**src/common/arm_pkg.sv**
```systemverilog
`default_nettype none

package arm_pkg;

	typedef logic [31:0] word_t;
	typedef logic [3:0] reg_idx_t;
	typedef logic [15:0] reg_mask_t; // Bit 15 stays clear, the PC is not tracked.
	typedef logic [3:0] cond_t;

	// Condition field values.
	localparam cond_t cond_eq = 4'h0;
	localparam cond_t cond_ne = 4'h1;
	localparam cond_t cond_cs = 4'h2;
	localparam cond_t cond_cc = 4'h3;
	localparam cond_t cond_mi = 4'h4;
	localparam cond_t cond_pl = 4'h5;
	localparam cond_t cond_vs = 4'h6;
	localparam cond_t cond_vc = 4'h7;
	localparam cond_t cond_hi = 4'h8;
	localparam cond_t cond_ls = 4'h9;
	localparam cond_t cond_ge = 4'ha;
	localparam cond_t cond_lt = 4'hb;
	localparam cond_t cond_gt = 4'hc;
	localparam cond_t cond_le = 4'hd;
	localparam cond_t cond_al = 4'he;
	localparam cond_t cond_nv = 4'hf;

	// Data processing opcodes, insn[24:21].
	localparam logic [3:0] alu_and = 4'h0;
	localparam logic [3:0] alu_eor = 4'h1;
	localparam logic [3:0] alu_sub = 4'h2;
	localparam logic [3:0] alu_rsb = 4'h3;
	localparam logic [3:0] alu_add = 4'h4;
	localparam logic [3:0] alu_adc = 4'h5;
	localparam logic [3:0] alu_sbc = 4'h6;
	localparam logic [3:0] alu_rsc = 4'h7;
	localparam logic [3:0] alu_tst = 4'h8;
	localparam logic [3:0] alu_teq = 4'h9;
	localparam logic [3:0] alu_cmp = 4'ha;
	localparam logic [3:0] alu_cmn = 4'hb;
	localparam logic [3:0] alu_orr = 4'hc;
	localparam logic [3:0] alu_mov = 4'hd;
	localparam logic [3:0] alu_bic = 4'he;
	localparam logic [3:0] alu_mvn = 4'hf;

	localparam int cpsr_n = 31;
	localparam int cpsr_z = 30;
	localparam int cpsr_c = 29;
	localparam int cpsr_v = 28;

	// Instruction classes, matched with casez in this order.
	localparam word_t dec_mult        = 32'b????_0000_00??_????_????_????_1001_????;
	localparam word_t dec_mrs         = 32'b????_0001_0?00_1111_????_0000_0000_0000;
	localparam word_t dec_msr         = 32'b????_0001_0?10_1001_1111_0000_0000_????;
	localparam word_t dec_msr_flags   = 32'b????_00?1_0?10_1000_1111_????_????_????;
	localparam word_t dec_swp         = 32'b????_0001_0?00_????_????_0000_1001_????;
	localparam word_t dec_bx          = 32'b????_0001_0010_1111_1111_1111_0001_????;
	localparam word_t dec_hdata_reg   = 32'b????_000?_?0??_????_????_0000_1??1_????;
	localparam word_t dec_hdata_imm   = 32'b????_000?_?1??_????_????_????_1??1_????;
	localparam word_t dec_alu         = 32'b????_00??_????_????_????_????_????_????;
	localparam word_t dec_ldrstr_undef = 32'b????_011?_????_????_????_????_???1_????;
	localparam word_t dec_ldrstr      = 32'b????_01??_????_????_????_????_????_????;
	localparam word_t dec_ldmstm      = 32'b????_100?_????_????_????_????_????_????;
	localparam word_t dec_branch      = 32'b????_101?_????_????_????_????_????_????;
	localparam word_t dec_ldcstc      = 32'b????_110?_????_????_????_????_????_????;
	localparam word_t dec_cdp         = 32'b????_1110_????_????_????_????_???0_????;
	localparam word_t dec_mrcmcr      = 32'b????_1110_????_????_????_????_???1_????;
	localparam word_t dec_swi         = 32'b????_1111_????_????_????_????_????_????;

	typedef struct packed {
		word_t insn;
		word_t pc;
	} fetch_t;

	typedef struct packed {
		logic bubble;
		word_t insn;
		word_t pc;
	} issued_t;

	typedef struct packed {
		logic use_cpsr;
		reg_mask_t use_regs;
		logic def_cpsr;
		reg_mask_t def_regs;
	} use_def_t;

endpackage

`default_nettype wire
```
**src/logic/issue_pipe.sv**
```systemverilog
`timescale 1ns/1ps
`default_nettype none

module issue_pipe import arm_pkg::*; #(
	parameter int queue_depth = 4
) (
	input logic clk,
	input logic rst,
	input logic in_valid,
	input fetch_t in_entry,
	output logic in_ready,
	input word_t cpsr,
	output issued_t out
);

	fetch_t head;
	logic head_bubble;
	logic stall;

	insn_queue #(
		.queue_depth(queue_depth)
	) u_queue (
		.clk(clk),
		.rst(rst),
		.in_valid(in_valid),
		.in_entry(in_entry),
		.in_ready(in_ready),
		.stall(stall),
		.head(head),
		.head_bubble(head_bubble)
	);

	// Stall goes back to the queue in the same cycle.
	issue_stage u_issue (
		.clk(clk),
		.rst(rst),
		.head(head),
		.head_bubble(head_bubble),
		.cpsr(cpsr),
		.stall(stall),
		.out(out)
	);

endmodule

`default_nettype wire

```
**src/issue/issue_stage.sv**
```systemverilog
`timescale 1ns/1ps
`default_nettype none

module issue_stage import arm_pkg::*; (
	input logic clk,
	input logic rst,
	input fetch_t head,
	input logic head_bubble,
	input word_t cpsr,
	output logic stall,
	output issued_t out
);

	// What an in-flight instruction will write.
	typedef struct packed {
		logic cpsr;
		reg_mask_t regs;
	} resv_t;

	use_def_t ud;
	logic met;
	logic waiting_cpsr;
	logic waiting_regs;
	logic waiting;
	logic issue_ok;

	resv_t ex_slot;
	resv_t mem_slot;

	logic out_bubble;
	word_t out_insn;
	word_t out_pc;

	use_def_decode u_decode (
		.insn(head.insn),
		.ud(ud)
	);

	cond_check u_cond (
		.cond(head.insn[31:28]),
		.cpsr(cpsr),
		.met(met)
	);

	// Writeback reaches the register file, so two slots are enough.
	assign waiting_cpsr = ud.use_cpsr && (ex_slot.cpsr || mem_slot.cpsr);
	assign waiting_regs = |(ud.use_regs & (ex_slot.regs | mem_slot.regs));
	assign waiting = waiting_cpsr || waiting_regs;

	assign stall = waiting && !head_bubble;
	assign issue_ok = !head_bubble && !waiting && met; // Failed condition reserves nothing.

	always_ff @(posedge clk)
	begin
		if (rst)
		begin
			ex_slot <= '0;
			mem_slot <= '0;
			out_bubble <= 1'b1;
		end
		else
		begin
			ex_slot <= issue_ok ? '{cpsr: ud.def_cpsr, regs: ud.def_regs} : '0;
			mem_slot <= ex_slot;
			out_bubble <= !issue_ok;
		end
	end

	always_ff @(posedge clk)
	begin
		out_insn <= head.insn;
		out_pc <= head.pc;
	end

	assign out = '{bubble: out_bubble, insn: out_insn, pc: out_pc};

	// A held head is still at the queue front on the next cycle.
	a_stall_holds_head: assert property (@(posedge clk) disable iff (rst)
		stall |=> !head_bubble && $stable(head));

endmodule

`default_nettype wire

```
**src/issue/cond_check.sv**
```systemverilog
`timescale 1ns/1ps
`default_nettype none

module cond_check import arm_pkg::*; (
	input cond_t cond,
	input word_t cpsr,
	output logic met
);

	logic n;
	logic z;
	logic c;
	logic v;

	assign n = cpsr[cpsr_n];
	assign z = cpsr[cpsr_z];
	assign c = cpsr[cpsr_c];
	assign v = cpsr[cpsr_v];

	always_comb
	begin
		case (cond)
			cond_eq: met = z;
			cond_ne: met = !z;
			cond_cs: met = c;
			cond_cc: met = !c;
			cond_mi: met = n;
			cond_pl: met = !n;
			cond_vs: met = v;
			cond_vc: met = !v;
			cond_hi: met = c && !z; // Unsigned higher.
			cond_ls: met = !c || z;
			cond_ge: met = (n == v);
			cond_lt: met = (n != v);
			cond_gt: met = !z && (n == v);
			cond_le: met = z || (n != v);
			cond_al: met = 1'b1;
			cond_nv: met = 1'b0;
			default: met = 1'b0;
		endcase
	end

endmodule

`default_nettype wire

```
**src/issue/use_def_decode.sv**
```systemverilog
`timescale 1ns/1ps
`default_nettype none

module use_def_decode import arm_pkg::*; (
	input word_t insn,
	output use_def_t ud
);

	localparam logic [1:0] shift_lsl = 2'b00;
	localparam logic [1:0] shift_ror = 2'b11;

	reg_idx_t rn;
	reg_idx_t rd;
	reg_idx_t rs;
	reg_idx_t rm;
	reg_idx_t rd_mul;
	reg_idx_t rn_mul;
	cond_t cond;
	logic [3:0] alu_opc;
	logic cond_matters;
	logic shift_carry;

	assign rn = insn[19:16];
	assign rd = insn[15:12];
	assign rs = insn[11:8];
	assign rm = insn[3:0];
	assign rd_mul = insn[19:16]; // Multiply swaps the Rd and Rn fields.
	assign rn_mul = insn[15:12];
	assign cond = insn[31:28];
	assign alu_opc = insn[24:21];
	assign cond_matters = (cond != cond_al);

	// Carry in reaches the shifter for register shifts, LSL #0 and RRX.
	assign shift_carry = !insn[25] && (insn[4] ||
		(((insn[6:5] == shift_lsl) || (insn[6:5] == shift_ror)) && (insn[11:7] == '0)));

	function automatic reg_mask_t idxbit(input reg_idx_t r);
		return (r == 4'd15) ? '0 : reg_mask_t'(1) << r;
	endfunction

	function automatic logic alu_is_logical(input logic [3:0] op);
		case (op)
			alu_and, alu_eor, alu_tst, alu_teq, alu_orr, alu_mov, alu_bic, alu_mvn: return 1'b1;
			default: return 1'b0;
		endcase
	endfunction

	function automatic logic alu_flags_only(input logic [3:0] op);
		case (op)
			alu_tst, alu_teq, alu_cmp, alu_cmn: return 1'b1;
			default: return 1'b0;
		endcase
	endfunction

	always_comb
	begin
		ud = '0;
		ud.use_cpsr = cond_matters;
		casez (insn)
			dec_mult:
			begin
				ud.use_regs = (insn[21] ? idxbit(rn_mul) : '0) | idxbit(rs) | idxbit(rm);
				ud.def_cpsr = insn[20];
				ud.def_regs = idxbit(rd_mul);
			end
			dec_mrs:
			begin
				ud.use_cpsr = cond_matters || !insn[22]; // Reads CPSR, not SPSR.
				ud.def_regs = idxbit(rd);
			end
			dec_msr:
			begin
				ud.use_regs = idxbit(rm);
				ud.def_cpsr = 1'b1;
			end
			dec_msr_flags:
			begin
				ud.use_regs = insn[25] ? '0 : idxbit(rm);
				ud.def_cpsr = 1'b1;
			end
			dec_swp:
			begin
				ud.use_regs = idxbit(rn) | idxbit(rm);
				ud.def_regs = idxbit(rd);
			end
			dec_bx:
				ud.use_regs = idxbit(rm);
			dec_hdata_reg, dec_hdata_imm:
			begin
				ud.use_regs = idxbit(rn) | (insn[20] ? '0 : idxbit(rd));
				if (!insn[22])
					ud.use_regs = ud.use_regs | idxbit(rm); // Register offset.
				ud.def_regs = insn[20] ? idxbit(rd) : '0;
			end
			dec_alu:
			begin
				ud.use_cpsr = cond_matters || shift_carry ||
					(alu_opc == alu_adc) || (alu_opc == alu_sbc) || (alu_opc == alu_rsc);
				ud.use_regs = insn[25] ? '0 : (insn[4] ? (idxbit(rs) | idxbit(rm)) : idxbit(rm));
				if ((alu_opc != alu_mov) && (alu_opc != alu_mvn))
					ud.use_regs = ud.use_regs | idxbit(rn);
				ud.def_cpsr = insn[20] || alu_is_logical(alu_opc);
				ud.def_regs = alu_flags_only(alu_opc) ? '0 : idxbit(rd);
			end
			dec_ldrstr_undef:
				ud.use_cpsr = 1'b0; // Traps, touches nothing.
			dec_ldrstr:
			begin
				ud.use_regs = idxbit(rn) | (insn[20] ? '0 : idxbit(rd));
				ud.def_regs = insn[20] ? idxbit(rd) : '0;
			end
			dec_ldmstm:
			begin
				ud.use_regs = idxbit(rn) | (insn[20] ? '0 : (insn[15:0] & 16'h7fff));
				ud.def_cpsr = insn[22]; // Covers the SPSR restore.
				ud.def_regs = (insn[21] ? idxbit(rn) : '0) |
					(insn[20] ? (insn[15:0] & 16'h7fff) : '0);
			end
			dec_ldcstc:
			begin
				ud.use_regs = idxbit(rn);
				ud.def_regs = insn[21] ? idxbit(rn) : '0;
			end
			dec_mrcmcr:
			begin
				ud.use_regs = insn[20] ? '0 : idxbit(rd);
				ud.def_regs = insn[20] ? idxbit(rd) : '0;
			end
			dec_branch, dec_cdp, dec_swi:
				ud.use_regs = '0; // Condition only.
			default:
				ud = '0;
		endcase
	end

endmodule

`default_nettype wire

```
**src/logic/insn_queue.sv**
```systemverilog
`timescale 1ns/1ps
`default_nettype none

module insn_queue import arm_pkg::*; #(
	parameter int queue_depth = 4
) (
	input logic clk,
	input logic rst,
	input logic in_valid,
	input fetch_t in_entry,
	output logic in_ready,
	input logic stall,
	output fetch_t head,
	output logic head_bubble
);

	localparam int ptr_w = (queue_depth > 1) ? $clog2(queue_depth) : 1;
	localparam int cnt_w = $clog2(queue_depth + 1);

	typedef logic [ptr_w-1:0] ptr_t;
	typedef logic [cnt_w-1:0] cnt_t;

	fetch_t mem [queue_depth];
	ptr_t wr_ptr;
	ptr_t rd_ptr;
	cnt_t count;
	logic push;
	logic pop;

	// Wraps for depths that are not a power of two.
	function automatic ptr_t next_ptr(input ptr_t p);
		return (p == ptr_t'(queue_depth - 1)) ? '0 : p + 1'b1;
	endfunction

	assign in_ready = (count != cnt_t'(queue_depth));
	assign head_bubble = (count == '0);
	assign head = mem[rd_ptr];

	assign push = in_valid && in_ready;
	assign pop = !head_bubble && !stall; // Head leaves unless issue holds it.

	always_ff @(posedge clk)
	begin
		if (rst)
		begin
			wr_ptr <= '0;
			rd_ptr <= '0;
			count <= '0;
		end
		else
		begin
			if (push)
				wr_ptr <= next_ptr(wr_ptr);
			if (pop)
				rd_ptr <= next_ptr(rd_ptr);
			count <= count + cnt_t'(push) - cnt_t'(pop);
		end
	end

	always_ff @(posedge clk)
	begin
		if (push)
			mem[wr_ptr] <= in_entry;
	end

	// The count never passes the depth, so a full queue takes nothing in.
	a_no_overflow: assert property (@(posedge clk) disable iff (rst)
		count <= cnt_t'(queue_depth));

endmodule

`default_nettype wire

```
**config.mk**
```make
export PLATFORM = sky130hd
export DESIGN_NAME = issue_pipe
export DESIGN_NICKNAME = d
export VERILOG_FILES = /design/src/common/arm_pkg.sv /design/src/logic/issue_pipe.sv /design/src/issue/issue_stage.sv /design/src/issue/cond_check.sv /design/src/issue/use_def_decode.sv /design/src/logic/insn_queue.sv
export SDC_FILE = /design/constraint.sdc
export NUM_CORES = 1
export LEC_CHECK = 0
export BUFFER_PORTS_ARGS = -buffer_cell sky130_fd_sc_hd__buf_4
export CAP_MARGIN = 40
export CORE_MARGIN = 4
export CORE_UTILIZATION = 41
export DETAILED_ROUTE_END_ITERATION = 10
export GPL_TIMING_DRIVEN = 0
export PLACE_DENSITY = 0.6
export RECOVER_POWER = 25
export SLEW_MARGIN = 10
export SYNTH_ARGS = -nofsm -noshare
export SYNTH_HDL_FRONTEND = slang
export SYNTH_SLANG_ARGS = --single-unit
```
**constraint.sdc**
```tcl
create_clock -name clk -period 6.2 [get_ports clk]
set_clock_uncertainty 0.2 [all_clocks]
set_input_delay 1.24 -clock clk [delete_from_list [all_inputs] [get_ports clk]]
set_output_delay 1.24 -clock clk [all_outputs]
set_load 0.01 [all_outputs]
```
==> results.yml <==
place:
  post-place-ws_ns: -0.360
  post-dp-hpwl_mm: 37.3
  gp_congestion: 1.07
  port_buffers: 136
run:
  maxCapViolCount: 0
logic_synthesis:
  synth-edff-count: 256
  ys_seq_area_frac: 0.621
  syn_inst: 1138
  synth_area_leader_cell: "edfxtp_1"
  netlist_area_sq_um: 15800
  synth-seq-cells: 362
  postSynthAreaPerCell_sq_um: 13.9
  synth.distinct_cells: 93
  ys.flop_type: "edfxtp_1"
  synth_top_cell_area_share: 0.487
  synth_fp_nets: 1244
  yosys_warnings: 0
  synth-async-reset-ratio: 0
  synthTopCellsByArea: "edfxtp_1, dfxtp_1, mux4_2"
layout:
  drive_gt1_frac: 0.231
  finalNetCount: 1440
  final_util: 0.498
  syn_to_final_growth_pct: 19.3
  multi_input_comb_area_sq_um: 5600
  antenna-diode-count: 0
  register_area_sq_um: 9810
  fillers: 3396
routing:
  ant_nets: 0
  avgViaCountPerCell: 6.07
  wl_mm: 52.4
  dr.pass1.iters: 7
  wire_per_inst_microns: 28.0
  vias: 11400
  drc: 0
  dr.first_iter.drc_count: 1124
power_and_ir_drop:
  p_leak_nw: 6.18
  power.density_nw_per_um2: 465
  finalPower_mw: 8.76
  power_switching_share: 0.368
  p_int_mw: 5.54
  pwr-share-seq: 0.357
  p_comb_frac: 0.391
  p_switching_mw: 3.22
  p_clk_frac: 0.252
  vdd_drop_max_uv: 270
floorplanning:
  die_area_sq_um: 41700
  dieHeight_microns: 204
  rows: 71
  die_w_microns: 204
  initial_utilization: 0.417
  io_pins: 165
  core_sq_um: 37800
clock_tree:
  clk_path_buf_depth: 3
  h-tree-depth: 2
  clkTransAtPathRegs_ns: 0.06
  cts_tree: "built"
  clock-root-buffer: "clkbuf_16"
  numCtsBuffers: 38
  holdBufCountCts: 0
  insertion_delay_ns: 0.55
  cts_num_sinks: 362
global_route:
  grt_max_degree: 40
  grt_pass1_wl_mm: 77.0
  overflow: 0
  grt_pass1_vias: 11600
  gr-usage-all-layers: 0.249
  antenna_found_initial: 4
sta:
  timing.final.crit_share: 0.968
  fin_crit_ns: 6.00
  worst_pin_slew_ns: 1.01
  setup_slack_ns: 0.201
  slew_viol_final: 0
  setup_violations: 0
  hold_ws_ns: 0.255
  hold_viol: 0
  fmax_mhz: 167
  slew_headroom: 0.320
critical_path:
  worstPathMaxFanout: 10
  reg2reg_to: "u_queue.count[2]"
  cp-start-kind: "flip-flop"
  ff2ff_setup_slack_ns: 0.20
  worstSetupEndpoint: "u_queue.count[2]"
  crit_type: "reg2reg"
  required_ns: 6.41
  worstPathArrival_ns: 6.21
  reg2reg_depth: 19
  worstSetupEndpointType: "flip-flop"
hold_path:
  min_path_type: "reg2reg"
run_status:
  run_status: "finished clean"
## stage by stage
| step | area [sq um] | setup TNS (ns) | std cells |
|---|---|---|---|
| after floorplan | 15800 | 0 | 1138 |
| after global placement | 17500 | -0.800 | 1785 |
| after detailed placement | 17700 | -0.503 | 1803 |
| after CTS | 19000 | 0 | 1870 |
| after global routing | 18800 | -0.00156 | 1872 |
| final | 18800 | 0 | 1872 |
## layout make-up
cell class              count  area share
plain buffers              89      0.0237
well taps                 511      0.0339
clock inverters            13     0.00897
multi-input cells         675       0.297
clock buffers              54      0.0553
flip-flops and latches    362       0.521
repair buffers            157      0.0580
inverters                  11     0.00219
## flip-flops by register name, indices dropped and copies added (netlist names), named ones only
register	cells
u_issue.mem_slot	16
u_issue.out_pc	32
u_issue.out_insn	32
u_queue.count	3
u_issue.ex_slot	16
u_queue.rd_ptr	2
u_queue.mem	256
u_queue.wr_ptr	2
u_issue.out_bubble	1
## cells in the final DEF, fill, tap and decap left out, types with 11 or more instances in the layout
cell and n:
buf_2 14, nand3_1 21, nand2_1 55, mux4_2 64, inv_1 11, nor3_1 20
nor2_1 70, o21ai_0 27, buf_4 97, a22oi_1 35, o32ai_1 14, nor2b_1 30
clkbuf_16 38, o22ai_1 27, clkbuf_1 115, dfxtp_1 106, edfxtp_1 256, nand2b_1 21
a21oi_1 51, or2_2 12
## timing repair
item                       4_1_cts  5_1_grt
hold endpoints to repair         0        0
buffers inserted                 1        2
pin swaps                        2        2
cloned                           0        0
setup endpoints to repair        2        2
resized for setup                3       14
## worst min path at each step
stage                   startpoint                    to  slack, ns  cells past startpoint
6_report       u_issue.ex_slot[10]  u_issue.mem_slot[10]       0.25                      1
5_1_grt        u_issue.ex_slot[12]  u_issue.mem_slot[12]       0.27                      1
4_1_cts        u_issue.ex_slot[10]  u_issue.mem_slot[10]       0.26                      1
3_5_place_dp    u_issue.ex_slot[4]   u_issue.mem_slot[4]       0.25                      1
3_3_place_gp   u_issue.ex_slot[10]  u_issue.mem_slot[10]       0.23                      1
2_1_floorplan  u_issue.ex_slot[10]  u_issue.mem_slot[10]       0.23                      1
## synth_stat cells, types with 4 or more instances
cell type and n:
and3_1 14, nand2_1 55, inv_1 11, nor3b_1 4
nor2b_1 30, o22a_1 6, nor3_1 20, o211ai_1 7
a22oi_1 35, nand3_1 23, buf_1 8, o21ai_0 27
nor4bb_1 8, a21oi_1 52, a211oi_1 6, nor2_1 70
a21oi_2 9, a2111oi_0 4, or3_1 4, mux4_2 64
o22ai_1 27, nor4_1 9, a31oi_1 7, clkbuf_1 58
dfxtp_1 106, o221ai_1 10, o211a_1 4, and2_1 4
and4b_1 7, nand2b_1 21, a221oi_1 5, ha_1 6
or2_2 12, buf_6 5, edfxtp_1 256, o32ai_1 14
buf_4 4, mux2i_1 4, nor4b_1 6, nand4_1 9
buf_2 13, a32oi_1 5
## power groups by stage
stage               logic (mW)  registers [mW]  clock network (mW)
floorplan                 1.77            3.27                   0
global placement          3.29            3.20                   0
detailed placement        3.36            3.18                   0
CTS                       3.37            3.13                2.27
global route              3.58            3.17                2.37
finish                    3.43            3.13                2.20
## metal layers
metal  global-route usage  wire length, microns
met3               0.0622                  4520
met2                0.388                 23600
met4                0.136                  3360
met5                    0                    68
met1                0.323                 20800
## logic make-up after synthesis
kind of cell               after synthesis  synth area share
DFF                                    362             0.621
and+or+nand+nor                        329             0.121
AOI/OAI and AO/OA                      263             0.122
buffers and inverters                  101            0.0304
muxes                                   71            0.0964
adders and majority gates                7           0.00602
xor gates and xnor gates                 5           0.00277
## critical path, stage by stage, from the launching register on
cell      delay [ns]
dfxtp_1         0.36
buf_2           0.29
clkbuf_4        0.31
mux4_2          0.28
clkbuf_1        0.41
clkbuf_1        0.72
nor2_1          0.31
a221o_1         0.36
a222oi_1        0.61
nor2_1          0.13
o22a_1          0.25
a211oi_4        0.31
nand3_1         0.18
xnor2_1         0.17
ha_1            0.16
inv_1           0.05
fa_1            0.41
xor2_1          0.17
xnor2_1         0.13
nor2_1          0.05
Power figures use the tool's default switching activity.
